--- src/rtl/cache_pkg.sv ---
`default_nettype none

package cache_pkg;

  ////////////////////
  // geometry
  ////////////////////

  localparam int XLEN      = 32;  // data word
  localparam int PLEN      = 34;  // physical address
  localparam int WAYS      = 2;
  localparam int SETS      = 16;
  localparam int BLK_BITS  = 64;  // one cache line
  localparam int WORDS     = BLK_BITS / XLEN;
  localparam int IDX_BITS  = $clog2(SETS);
  localparam int OFFS_BITS = $clog2(WORDS);
  // address minus index minus byte offset within the line
  localparam int TAG_BITS  = PLEN - IDX_BITS - 3;

  ////////////////////
  // vector types
  ////////////////////

  typedef logic [IDX_BITS-1:0]   idx_t;      // set index
  typedef logic [TAG_BITS-1:0]   tag_t;      // address tag
  typedef logic [BLK_BITS-1:0]   line_t;     // whole line
  typedef logic [BLK_BITS/8-1:0] line_be_t;  // byte lanes of a line
  typedef logic [XLEN-1:0]       word_t;
  typedef logic [XLEN/8-1:0]     word_be_t;
  typedef logic [OFFS_BITS-1:0]  offs_t;     // word within line
  typedef logic [WAYS-1:0]       way_vec_t;  // one bit per way

endpackage

`default_nettype wire

--- src/rtl/cache_mem_if.sv ---
`default_nettype none

// access schedule, shared by tag and data arrays
interface cache_mem_if;

  cache_pkg::idx_t     ram_idx;   // address into every RAM
  logic                fill_we;   // line fill this cycle
  logic                wb_we;     // write-buffer merge this cycle
  cache_pkg::way_vec_t we_way;    // ways written, zero when idle
  logic                rd_q;      // RAM outputs hold lookup data
  cache_pkg::idx_t     rd_idx_q;  // index of that lookup
  cache_pkg::way_vec_t victim_q;  // eviction way of that lookup
  logic                latch;     // results registered, rsp valid

  modport ctrl (
    output ram_idx, fill_we, wb_we, we_way,
    output rd_q, rd_idx_q, victim_q, latch
  );

  // results load on rd_q, the same edge that raises latch
  modport array (
    input ram_idx, fill_we, wb_we, we_way,
    input rd_q, rd_idx_q, victim_q
  );

endinterface

`default_nettype wire

--- src/rtl/cache_access_ctrl.sv ---
`default_nettype none

module cache_access_ctrl (
  input  wire logic                clk_i,
  input  wire logic                rst_ni,
  input  wire logic                fill_i,
  input  wire cache_pkg::idx_t     fill_idx_i,
  input  wire cache_pkg::way_vec_t fill_way_i,
  input  wire logic                wb_we_i,
  input  wire cache_pkg::idx_t     wb_idx_i,
  input  wire cache_pkg::way_vec_t wb_way_i,
  input  wire logic                lookup_i,
  input  wire cache_pkg::idx_t     lookup_idx_i,
  input  wire cache_pkg::way_vec_t victim_way_i,
  cache_mem_if.ctrl                mem,
  output      logic                rsp_valid_o
);

  // fill wins over write buffer, lookup gets the rest
  assign mem.fill_we = fill_i;
  assign mem.wb_we   = wb_we_i & ~fill_i;
  assign mem.ram_idx = fill_i  ? fill_idx_i :
                       wb_we_i ? wb_idx_i   : lookup_idx_i;
  assign mem.we_way  = fill_i  ? fill_way_i :
                       wb_we_i ? wb_way_i   : '0;

  ////////////////////
  // lookup pipeline
  ////////////////////

  always_ff @(posedge clk_i or negedge rst_ni)
  begin
    if (!rst_ni)
    begin
      mem.rd_q  <= 1'b0;
      mem.latch <= 1'b0;
    end
    else
    begin
      mem.rd_q  <= lookup_i;  // RAM data out next cycle
      mem.latch <= mem.rd_q;  // results registered
    end
  end

  // context rides along with the RAM read
  always_ff @(posedge clk_i)
  begin
    mem.rd_idx_q <= lookup_idx_i;
    mem.victim_q <= victim_way_i;
  end

  assign rsp_valid_o = mem.latch;

  // single-port RAMs, no arbitration
  a_no_rw_overlap: assert property (@(posedge clk_i) disable iff (!rst_ni)
    !((fill_i || wb_we_i) && lookup_i));
  a_fill_way_onehot: assert property (@(posedge clk_i) disable iff (!rst_ni)
    fill_i |-> $onehot(fill_way_i));
  a_wb_way_onehot: assert property (@(posedge clk_i) disable iff (!rst_ni)
    wb_we_i |-> $onehot(wb_way_i));

endmodule

`default_nettype wire

--- src/rtl/cache_data_array.sv ---
`default_nettype none

module cache_data_array (
  input  wire logic                clk_i,
  cache_mem_if.array               mem,
  input  wire cache_pkg::line_t    fill_line_i,
  input  wire cache_pkg::offs_t    wb_offs_i,
  input  wire cache_pkg::word_be_t wb_be_i,
  input  wire cache_pkg::word_t    wb_data_i,
  input  wire cache_pkg::way_vec_t ways_hit_i,  // combinational, from tag array
  output      cache_pkg::line_t    line_o,
  output      cache_pkg::line_t    evict_line_o
);

  cache_pkg::line_t    dat_in;
  cache_pkg::line_be_t dat_be;
  cache_pkg::line_be_t wb_line_be;
  cache_pkg::line_t    dat_rd [cache_pkg::WAYS];
  cache_pkg::line_t    hit_line, victim_line;

  // word copied to every slot, lanes pick the real one
  assign wb_line_be = cache_pkg::line_be_t'(wb_be_i) << (wb_offs_i * (cache_pkg::XLEN / 8));

  assign dat_in = mem.fill_we ? fill_line_i : {cache_pkg::WORDS{wb_data_i}};
  assign dat_be = mem.fill_we ? '1          : wb_line_be;  // fill writes whole line

  for (genvar w = 0; w < cache_pkg::WAYS; w++)
  begin : gen_way
    cache_ram_1rw #(
      .DEPTH ( cache_pkg::SETS     ),
      .WIDTH ( cache_pkg::BLK_BITS )
    ) data_ram_i (
      .clk_i  ( clk_i                                        ),
      .addr_i ( mem.ram_idx                                  ),
      .we_i   ( (mem.fill_we | mem.wb_we) & mem.we_way[w]    ),
      .be_i   ( dat_be                                       ),
      .din_i  ( dat_in                                       ),
      .dout_o ( dat_rd[w]                                    )
    );
  end

  ////////////////////
  // output muxes
  ////////////////////

  always_comb
  begin
    hit_line    = '0;
    victim_line = '0;
    for (int w = 0; w < cache_pkg::WAYS; w++)
    begin
      hit_line    |= dat_rd[w] & {cache_pkg::BLK_BITS{ways_hit_i[w]}};
      victim_line |= dat_rd[w] & {cache_pkg::BLK_BITS{mem.victim_q[w]}};
    end
  end

  always_ff @(posedge clk_i)
  begin
    if (mem.rd_q)
    begin
      line_o       <= hit_line;     // zero on a miss
      evict_line_o <= victim_line;
    end
  end

  // AND-OR mux breaks if a line sits in two ways
  a_hit_onehot0: assert property (@(posedge clk_i)
    mem.rd_q |-> $onehot0(ways_hit_i));

endmodule

`default_nettype wire

--- src/rtl/cache_memory.sv ---
`default_nettype none

module cache_memory (
  input  wire logic                clk_i,
  input  wire logic                rst_ni,
  // line fill
  input  wire logic                fill_i,
  input  wire cache_pkg::idx_t     fill_idx_i,
  input  wire cache_pkg::tag_t     fill_tag_i,
  input  wire cache_pkg::way_vec_t fill_way_i,
  input  wire cache_pkg::line_t    fill_line_i,
  input  wire logic                fill_dirty_i,
  // write-buffer merge
  input  wire logic                wb_we_i,
  input  wire cache_pkg::idx_t     wb_idx_i,
  input  wire cache_pkg::offs_t    wb_offs_i,
  input  wire cache_pkg::word_be_t wb_be_i,
  input  wire cache_pkg::word_t    wb_data_i,
  input  wire cache_pkg::way_vec_t wb_way_i,
  // lookup, invalidate
  input  wire logic                lookup_i,
  input  wire cache_pkg::idx_t     lookup_idx_i,
  input  wire cache_pkg::tag_t     lookup_tag_i,
  input  wire cache_pkg::way_vec_t victim_way_i,
  input  wire logic                inv_all_i,
  // result, two cycles after lookup
  output      logic                rsp_valid_o,
  output      logic                hit_o,
  output      cache_pkg::way_vec_t ways_hit_o,
  output      cache_pkg::line_t    line_o,
  output      logic                cache_dirty_o,
  output      cache_pkg::tag_t     evict_tag_o,
  output      cache_pkg::line_t    evict_line_o,
  output      logic                evict_dirty_o
);

  cache_mem_if mem_if ();

  cache_pkg::way_vec_t ways_hit_comb;  // tag compare, feeds data mux

  cache_access_ctrl access_ctrl_i (
    .clk_i        ( clk_i        ),
    .rst_ni       ( rst_ni       ),
    .fill_i       ( fill_i       ),
    .fill_idx_i   ( fill_idx_i   ),
    .fill_way_i   ( fill_way_i   ),
    .wb_we_i      ( wb_we_i      ),
    .wb_idx_i     ( wb_idx_i     ),
    .wb_way_i     ( wb_way_i     ),
    .lookup_i     ( lookup_i     ),
    .lookup_idx_i ( lookup_idx_i ),
    .victim_way_i ( victim_way_i ),
    .mem          ( mem_if.ctrl  ),
    .rsp_valid_o  ( rsp_valid_o  )
  );

  cache_tag_array tag_array_i (
    .clk_i           ( clk_i         ),
    .rst_ni          ( rst_ni        ),
    .mem             ( mem_if.array  ),
    .fill_tag_i      ( fill_tag_i    ),
    .fill_dirty_i    ( fill_dirty_i  ),
    .lookup_tag_i    ( lookup_tag_i  ),
    .inv_all_i       ( inv_all_i     ),
    .hit_o           ( hit_o         ),
    .ways_hit_o      ( ways_hit_o    ),
    .ways_hit_comb_o ( ways_hit_comb ),
    .cache_dirty_o   ( cache_dirty_o ),
    .evict_tag_o     ( evict_tag_o   ),
    .evict_dirty_o   ( evict_dirty_o )
  );

  cache_data_array data_array_i (
    .clk_i        ( clk_i         ),
    .mem          ( mem_if.array  ),
    .fill_line_i  ( fill_line_i   ),
    .wb_offs_i    ( wb_offs_i     ),
    .wb_be_i      ( wb_be_i       ),
    .wb_data_i    ( wb_data_i     ),
    .ways_hit_i   ( ways_hit_comb ),
    .line_o       ( line_o        ),
    .evict_line_o ( evict_line_o  )
  );

endmodule

`default_nettype wire

--- src/rtl/cache_ram_1rw.sv ---
`default_nettype none

module cache_ram_1rw #(
  parameter int DEPTH = 16,
  parameter int WIDTH = 32
) (
  input  wire logic                       clk_i,
  input  wire logic [$clog2(DEPTH)-1:0]   addr_i,
  input  wire logic                       we_i,
  input  wire logic [(WIDTH+7)/8-1:0]     be_i,    // last lane may be partial
  input  wire logic [WIDTH-1:0]           din_i,
  output      logic [WIDTH-1:0]           dout_o
);

  logic [WIDTH-1:0] mem_q [DEPTH];

  // write per byte lane, read otherwise
  always_ff @(posedge clk_i)
  begin
    if (we_i)
    begin
      for (int b = 0; b < WIDTH; b++)
      begin
        if (be_i[b/8])
          mem_q[addr_i][b] <= din_i[b];
      end
    end
    else
    begin
      dout_o <= mem_q[addr_i];  // held through write cycles
    end
  end

endmodule

`default_nettype wire

--- src/rtl/cache_tag_array.sv ---
`default_nettype none

module cache_tag_array (
  input  wire logic                clk_i,
  input  wire logic                rst_ni,
  cache_mem_if.array               mem,
  input  wire cache_pkg::tag_t     fill_tag_i,
  input  wire logic                fill_dirty_i,
  input  wire cache_pkg::tag_t     lookup_tag_i,
  input  wire logic                inv_all_i,
  output      logic                hit_o,
  output      cache_pkg::way_vec_t ways_hit_o,
  output      cache_pkg::way_vec_t ways_hit_comb_o,  // to data array mux
  output      logic                cache_dirty_o,
  output      cache_pkg::tag_t     evict_tag_o,
  output      logic                evict_dirty_o
);

  logic [cache_pkg::WAYS-1:0][cache_pkg::SETS-1:0] valid_q, dirty_q;

  cache_pkg::tag_t     lookup_tag_q;               // aligned with rd_q
  cache_pkg::tag_t     tag_rd [cache_pkg::WAYS];   // RAM outputs
  cache_pkg::way_vec_t way_dirty;
  cache_pkg::way_vec_t hit_comb;
  cache_pkg::tag_t     victim_tag;

  always_ff @(posedge clk_i)
    lookup_tag_q <= lookup_tag_i;

  ////////////////////
  // per-way tags
  ////////////////////

  for (genvar w = 0; w < cache_pkg::WAYS; w++)
  begin : gen_way
    cache_ram_1rw #(
      .DEPTH ( cache_pkg::SETS     ),
      .WIDTH ( cache_pkg::TAG_BITS )
    ) tag_ram_i (
      .clk_i  ( clk_i                        ),
      .addr_i ( mem.ram_idx                  ),
      .we_i   ( mem.fill_we & mem.we_way[w]  ),  // only fills touch the tag
      .be_i   ( '1                           ),
      .din_i  ( fill_tag_i                   ),
      .dout_o ( tag_rd[w]                    )
    );

    assign way_dirty[w] = dirty_q[w][mem.rd_idx_q];
    assign hit_comb[w]  = valid_q[w][mem.rd_idx_q] & (tag_rd[w] == lookup_tag_q);
  end

  assign ways_hit_comb_o = hit_comb;

  // valid and dirty live in flops so invalidate is one edge
  always_ff @(posedge clk_i or negedge rst_ni)
  begin
    if (!rst_ni)
    begin
      valid_q <= '0;
      dirty_q <= '0;
    end
    else if (inv_all_i)
    begin
      valid_q <= '0;
      dirty_q <= '0;
    end
    else
    begin
      for (int w = 0; w < cache_pkg::WAYS; w++)
      begin
        if (mem.fill_we && mem.we_way[w])
        begin
          valid_q[w][mem.ram_idx] <= 1'b1;
          dirty_q[w][mem.ram_idx] <= fill_dirty_i;  // line may arrive dirty
        end
        else if (mem.wb_we && mem.we_way[w])
          dirty_q[w][mem.ram_idx] <= 1'b1;
      end
    end
  end

  // victim tag, AND-OR over a one-hot way
  always_comb
  begin
    victim_tag = '0;
    for (int w = 0; w < cache_pkg::WAYS; w++)
      victim_tag |= tag_rd[w] & {cache_pkg::TAG_BITS{mem.victim_q[w]}};
  end

  ////////////////////
  // results
  ////////////////////

  always_ff @(posedge clk_i or negedge rst_ni)
  begin
    if (!rst_ni)
    begin
      hit_o         <= 1'b0;
      ways_hit_o    <= '0;
      cache_dirty_o <= 1'b0;
    end
    else if (mem.rd_q)
    begin
      hit_o         <= |hit_comb;
      ways_hit_o    <= hit_comb;
      cache_dirty_o <= |(valid_q & dirty_q);  // any dirty line anywhere
    end
  end

  always_ff @(posedge clk_i)
  begin
    if (mem.rd_q)
    begin
      evict_tag_o   <= victim_tag;
      evict_dirty_o <= |(way_dirty & mem.victim_q);
    end
  end

endmodule

`default_nettype wire

--- config.mk ---
export PLATFORM = sky130hd
export DESIGN_NAME = cache_memory
export DESIGN_NICKNAME = d
export VERILOG_FILES = /design/src/rtl/cache_pkg.sv /design/src/rtl/cache_mem_if.sv /design/src/rtl/cache_access_ctrl.sv /design/src/rtl/cache_data_array.sv /design/src/rtl/cache_memory.sv /design/src/rtl/cache_ram_1rw.sv /design/src/rtl/cache_tag_array.sv
export SDC_FILE = /design/constraint.sdc
export NUM_CORES = 2
export LEC_CHECK = 0
export BUFFER_PORTS_ARGS = -buffer_cell sky130_fd_sc_hd__buf_2
export CORE_AREA = 2 2 498 500
export CTS_CLUSTER_SIZE = 16
export DETAILED_ROUTE_END_ITERATION = 6
export DIE_AREA = 0 0 500 502
export PLACE_DENSITY = 0.65
export REMOVE_ABC_BUFFERS = 1
export SETUP_SLACK_MARGIN = 0.2
export SLEW_MARGIN = 0
export SYNTH_ARGS = -nofsm -noshare
export SYNTH_HDL_FRONTEND = slang
export SYNTH_SLANG_ARGS = --single-unit
--- constraint.sdc ---
create_clock -name clk_i -period 9.6 [get_ports clk_i]
set_input_delay 0.48 -clock clk_i [delete_from_list [all_inputs] [get_ports clk_i]]
set_output_delay 0.48 -clock clk_i [all_outputs]
set_load 0.005 [all_outputs]
---- Word level (Yosys, flattened, before mapping) ----
Memory sizes are Yosys's and may differ from the RTL's. A register that Yosys moved wholly into a read port is not among the register bits.
Cells that the tools add are included.
storage, ports and cells
  RAM bits ................................ 2,912
  register bits after elaboration ......... 259
  output and inout port bits .............. 161
  memories kept ........................... 4
  input bits .............................. 180
  logic and storage cells ................. 136
cells by class
  equal/unequal tests ..................... 2
  $lt $le $gt $ge ......................... 3
  mux-type cells .......................... 70
  bitwise gates (word level) .............. 24
  reduce and logical (&&, ||, !) cells .... 16
  shift-type cells ........................ 1
memory list
  memory                                    words  bits a word  read ports  clocked after Yosys merged registers in  write ports  RTL line             source
  data_array_i.gen_way[0].data_ram_i.mem_q  16     64           1           1                                        1            cache_ram_1rw.sv:15  logic [WIDTH-1:0] mem_q [DEPTH];
  data_array_i.gen_way[1].data_ram_i.mem_q  16     64           1           1                                        1            cache_ram_1rw.sv:15
  tag_array_i.gen_way[0].tag_ram_i.mem_q    16     27           1           1                                        1            cache_ram_1rw.sv:15
  tag_array_i.gen_way[1].tag_ram_i.mem_q    16     27           1           1                                        1            cache_ram_1rw.sv:15
operators with widths
  cell                count
  $and 64x64->64      4
  $or 64x64->64       2
  $mux 16             6
  $mux 32             2
  $mux 64             1
  $or 16x16->16       4
  $and 27x27->27      2
  $eq 27x27->1        2
  $mux 1              49
  $and 32x32->32      1
  $bwmux 16           2
  $reduce_or 32->1    1
  $or 27x27->27       1
  $bmux 1 s4          4
  $lt 4x5->1 const B  2
  $mux 4              2
  $mux 8              1
  $shl 4x3->8         1
  $and 1x1->1         7
  $reduce_bool 3->1   2
  $logic_and 1x1->1   5
  $demux 1 s4         1
  $ge 4x1->1 const B  1
  $logic_not 1->1     4
  6 further kinds     9

---- Depth between registers and ports, before layout ----
  depth after elaboration ................. 10
  mapped depth ............................ 10
  depth with buffers taken out ............ 5

---- Hierarchy ----
From an unflattened synthesis, not the netlist that was laid out.
unflattened totals
  cells, all modules ...................... 6,118
  area total of the unflattened synthesis .. 128,137.9 um^2
by module, submodules not included
  module                                                sequential area each (um^2)  times used  cells an instance  area each (um^2)
  cache_ram_1rw (data_array_i.gen_way[0].data_ram_i)    32,671.3                     1           1,794              40,712.8
  cache_ram_1rw (data_array_i.gen_way[1].data_ram_i)    32,671.3                     1           1,794              40,689.0
  cache_ram_1rw (tag_array_i.gen_way[0].tag_ram_i ...)  13,783.2                     2           783                17,396.7
  cache_data_array                                      3,843.7                      1           467                6,028.3
  cache_tag_array                                       3,083.0                      1           470                5,606.6
  cache_access_ctrl                                     170.2                        1           27                 307.8

---- Least setup slack after synthesis ----
Ideal clock, no wire load.
  path kind ............................... register -> register
  start ................................... register access_ctrl_i.mem.rd_q
  end ..................................... register tag_array_i.cache_dirty_o
  clock period less this slack ............ 4,303 ps
  required time ........................... 9,462 ps
  stages on the path, launching flop included .. 4
  path buffers ............................ 0
  arrival ................................. 4,165 ps
  setup slack ............................. 5,297 ps
  setup time .............................. 138 ps
  path through ............................ dfrtp_1 -> nand4_1 -> nor3_1 -> a21oi_1
RTL lines
  element                 RTL line                 source
  start, declared         cache_mem_if.sv:17       output rd_q, rd_idx_q, victim_q, latch
  start signal, assigned  cache_access_ctrl.sv:40  mem.rd_q <= lookup_i;
  end signal, assigned    cache_tag_array.sv:106   cache_dirty_o <= |(valid_q & dirty_q);
  end, declared           cache_tag_array.sv:14    output logic cache_dirty_o,

---- Worst setup path after layout ----
  start ................................... input port lookup_idx_i[3]
  end ..................................... memory data_array_i.gen_way[0].data_ram_i.mem_q[1][33] (netlist name), enable pin
between the ends
  cells in the longest elaborated chain, start to end .. 2
RTL lines
  element          RTL line                 source
  start, declared  cache_memory.sv:22       input wire cache_pkg::idx_t lookup_idx_i,
  $mux 4           cache_access_ctrl.sv:23  wb_we_i ? wb_idx_i : lookup_idx_i;
  $mux 4           cache_access_ctrl.sv:22  assign mem.ram_idx = fill_i ? fill_idx_i :
  end, declared    cache_ram_1rw.sv:15
No other way between the ends.

==> results.txt <==
The count of input and output buffers is 340. The die width came out at 500 um. Routability-driven placement finished with a final weighted congestion of 0.827. The post-layout instance count excluding filler cells is 9,929. The path class of the tightest hold or removal check is in -> reg. The final worst clock skew came out at 0.0878 ns. For this run, the leading register cell type out of synthesis is sky130_fd_sc_hd__edfxtp_1. The average via count per standard cell came out at 6.32. The minimum setup slack among reg-to-reg paths came out at 5.87 ns. The core box area is 245,000 sq um. The critical path launch point type is an input pin.

The count of filler cells inserted in the layout is 17,400. The number of sinks on the clock net came out at 3,353. The estimated wirelength of the detail-placed design is 183,000 um. Data on the critical path arrives at its endpoint at 5.04 ns. The peak ir drop on the vdd network is 0.196 mV. At the pin with the least slew margin, the transition time is 1.30 ns.

The per-cell routed wire length came out at 31.7 um. For this run, the number of Yosys warnings is 0. In the final design database the tool counted 6,606 nets. The number of primary I/O pins is 341. The average footprint of a synthesized cell came out at 21.4 sq um. The clock transition at the register clock pins on the worst setup and hold paths after CTS came out at 0.06 ns.

In this run the critical register-to-register path is launched from access_ctrl_i.mem.rd_idx_q[2]$_DFF_P_. The number of antenna violations at the first check in global routing came to 16. The worst setup path is of the in -> reg kind.

The number of DRC markers after the initial detailed-route iteration is 7,589. The floorplan has 182 rows. The first-pass iteration count of the detailed router is 5. Along the worst path, the maximum fanout reaches 46. By count the netlist is led by 3,250 x sky130_fd_sc_hd__edfxtp_1, 745 x sky130_fd_sc_hd__mux4_2, 370 x sky130_fd_sc_hd__a22oi_1. For the final routed database, the setup TNS stands at 0 ns.

The total routing resource utilization after global routing is 25.1%. Of the post-synthesis cell area, the dominant cell type holds 76.7%. The residual DRC count is 0. At the worst endpoint, the required time is 10.08 ns. Yosys attributes the largest share of cell area to sky130_fd_sc_hd__edfxtp_1 77%, sky130_fd_sc_hd__mux4_2 13%, sky130_fd_sc_hd__a22oi_1 2.2%. The initial standard-cell utilization of the core came out at 51.9%. The design draws 32.1 mW. Walking the worst path, the cells encountered are dlygate4sd3_1 > buf_2 > mux2i_1 > o21ai_4 > nor2_4 > buf_4 > nand2_2 > buf_4 > nor2_1. The cell leakage power is 45.7 nW. The cell area that synthesis handed to floorplanning was 127,000 sq um. The count of nets left with antenna violations once routing finished came out at 0.

The slowest stage of the critical path belongs to the cell sky130_fd_sc_hd__buf_4. The clock root buffer is sky130_fd_sc_hd__clkbuf_16. The share of synthesized flip-flops with an asynchronous set or reset came out at 2.09%. The final critical-path share of the clock period came out at 47.5%. The number of buffers added by the clock tree synthesis step came out at 345.

The hold violation total from the final report came out at 0. The total power per unit cell area came out at 223 nW/um^2. The count of distinct cell types in the synthesized netlist is 41. In this run the worst setup path begins at lookup_idx_i[3]. The global-route wire length before repair came out at 453,000 um. The total congestion overflow after global routing came out at 0. The final wirelength is 315,000 um. The area enclosed by the die boundary is 251,000 sq um.

The total number of H-tree levels came out at 5. The number of global-route vias before repair is 63,000. Hold is met by 0.0511 ns.

sky130_fd_sc_hd__edfxtp_1 is the most common cell in the netlist. The endpoint kind of the worst setup timing path is a flip-flop. The routed design could run at a clock period as short as 4.56 ns. The overall via count from detail_route came out at 62,800.

The flip-flop and latch count after synthesis is 3,353. The most numerous cell type found on the critical path is sky130_fd_sc_hd__buf_4. The number of standard cells after synthesis is 5,938. The run finished with clean final reports. Clock latency on the worst-skew pair, taken at its later pin, is 0.94 ns.

Once the clock tree was built, the setup fixing pass inserted 0 buffers. The buffer depth of the longest clock path came out at 4. The max-slew violation count came out at 0. The upper clock frequency limit is 0.219 GHz. The count of flip-flops with a built-in enable after synthesis came out at 3,250. TritonCTS built the clock tree. The share of the yosys chip area belonging to registers is 78.6%. The tool flagged a number of max-cap violations equal to 0. The share of the core filled with cells came out at 58.6%. Setup repair after global routing left no endpoint under its margin. The worst hold path begins at fill_tag_i[4]. The setup violation total in the final timing report came out at 0. Measured against its own limit, the worst slew margin works out to 13.2%. The share of layout cells above drive strength 1 came out at 26.3%. Of all cell types, the one taking the most synthesized area is sky130_fd_sc_hd__edfxtp_1.

The largest single stage delay on the critical path is 0.83 ns. The die is 502 um tall. From synthesis to final layout, the design area changed by 12.9%.

The number of placed instances, taps included, is 9,263. The largest net degree at the start of global routing is 134.
==> final timing paths <==
kind / cells past startpoint / endpoint
max: 9 / data_array_i.gen_way[0].data_ram_i.mem_q[1][33]$_DFFE_PP_
min: 1 / tag_array_i.gen_way[1].tag_ram_i.mem_q[3][4]$_DFFE_PP_
max reg2reg: 6 / data_array_i.line_o[51]$_DFFE_PP_
min reg2reg: 1 / tag_array_i.ways_hit_o[1]$_DFFE_PN0P_
max in group asynchronous: 2 / access_ctrl_i.mem.rd_q$_DFF_PN0_
min in group asynchronous: 2 / tag_array_i.ways_hit_o[0]$_DFFE_PN0P_
==> worst max-delay path, delay by kind of cell <==
kind	cells	cell delay, ns
AND/OR/NAND/NOR	3	1.99
buffers and inverters	4	1.95
multiplexers	1	0.33
AO/OA/AOI/OAI	1	0.22
==> kinds of logic (layout without fill, tap and decap cells) <==
kind of cell	count (synthesis)	count (layout)	share of synthesized area, %
AND/OR/NAND/NOR	768	768	2.55
multiplexers	752	752	13.2
AO/OA/AOI/OAI	653	653	3.90
buffers and inverters	358	1094	1.37
XOR/XNOR	54	54	0.372
other	0	35	0
flip-flops	3353	3353	78.6
==> registers in the layout, indices dropped and copies added (netlist names), 2 cells and up <==
signal / count
access_ctrl_i.mem.victim_q: 2
data_array_i.evict_line_o: 64
tag_array_i.valid_q: 32
tag_array_i.dirty_q: 32
tag_array_i.gen_way.tag_ram_i.dout_o: 54
tag_array_i.gen_way.tag_ram_i.mem_q: 864
data_array_i.gen_way.data_ram_i.dout_o: 128
access_ctrl_i.mem.rd_idx_q: 4
tag_array_i.lookup_tag_q: 27
data_array_i.line_o: 64
tag_array_i.evict_tag_o: 27
tag_array_i.ways_hit_o: 2
data_array_i.gen_way.data_ram_i.mem_q: 2048
==> report_power, final <==
part           internal [mW]  leakage, nW  total, mW  switching (mW)
Combinational          0.848         10.1       2.26            1.41
Clock                   7.51         5.26       12.9            5.40
Sequential              16.6         30.3       16.9           0.285
==> per-stage QoR <==
stage | worst slack (ns) | instance area, sq um
6_report | 5.04 | 144000
5_1_grt | 4.94 | 144000
4_1_cts | 5.14 | 144000
2_1_floorplan | -58.15 | 126000
3_5_place_dp | 4.59 | 133000
3_3_place_gp | 4.74 | 133000
==> per-layer routing <==
layer  track usage (%)  routed length [um]  vias up
met2              39.8              152000     3004
met5                 0                  46        -
met3              4.41               26800      480
li1                  -                   -    25800
met4              7.53                8540        8
met1              36.1              127000    33500
==> area by class of cell <==
type	count	area [sq um]	area share, %
antenna	35	87.6	0.0609
tap	3220	4030	2.80
clock buffer	430	9240	6.43
multi-input combinational	2227	25800	18.0
sequential	3353	100000	69.6
timing repair buffer	493	3020	2.10
inverter	6	30.0	0.0209
clock inverter	165	1490	1.03
==> cells in the final DEF (no fill, tap or decap), types with 7 or more instances in the layout <==
master and instances:
sky130_fd_sc_hd__dlygate4sd3_1 36, sky130_fd_sc_hd__a22o_1 161, sky130_fd_sc_hd__nor2_1 296, sky130_fd_sc_hd__nand4_1 14
sky130_fd_sc_hd__clkinv_1 61, sky130_fd_sc_hd__edfxtp_1 3250, sky130_fd_sc_hd__a22oi_1 370, sky130_fd_sc_hd__a21oi_1 66
sky130_fd_sc_hd__buf_2 338, sky130_fd_sc_hd__dfxtp_1 31, sky130_fd_sc_hd__nand2_1 337, sky130_fd_sc_hd__clkinvlp_4 9
sky130_fd_sc_hd__nand2b_1 32, sky130_fd_sc_hd__mux4_2 745, sky130_fd_sc_hd__bufinv_16 27, sky130_fd_sc_hd__dfrtp_1 69
sky130_fd_sc_hd__xnor2_1 54, sky130_fd_sc_hd__clkbuf_16 354, sky130_fd_sc_hd__clkbuf_1 66, sky130_fd_sc_hd__clkbuf_8 10
sky130_fd_sc_hd__nor2_4 36, sky130_fd_sc_hd__buf_4 112, sky130_fd_sc_hd__a211oi_1 33, sky130_fd_sc_hd__nand2_2 16
sky130_fd_sc_hd__clkinv_2 62, sky130_fd_sc_hd__nand3_1 7, sky130_fd_sc_hd__diode_2 35, sky130_fd_sc_hd__nor4_2 12
sky130_fd_sc_hd__a21o_1 8
==> timing repair <==
item	in CTS	in global routing
hold endpoints to repair	107	0
gates resized for setup	0	0
hold buffers	36	0
No activity file was read; power rests on OpenSTA's default activity.
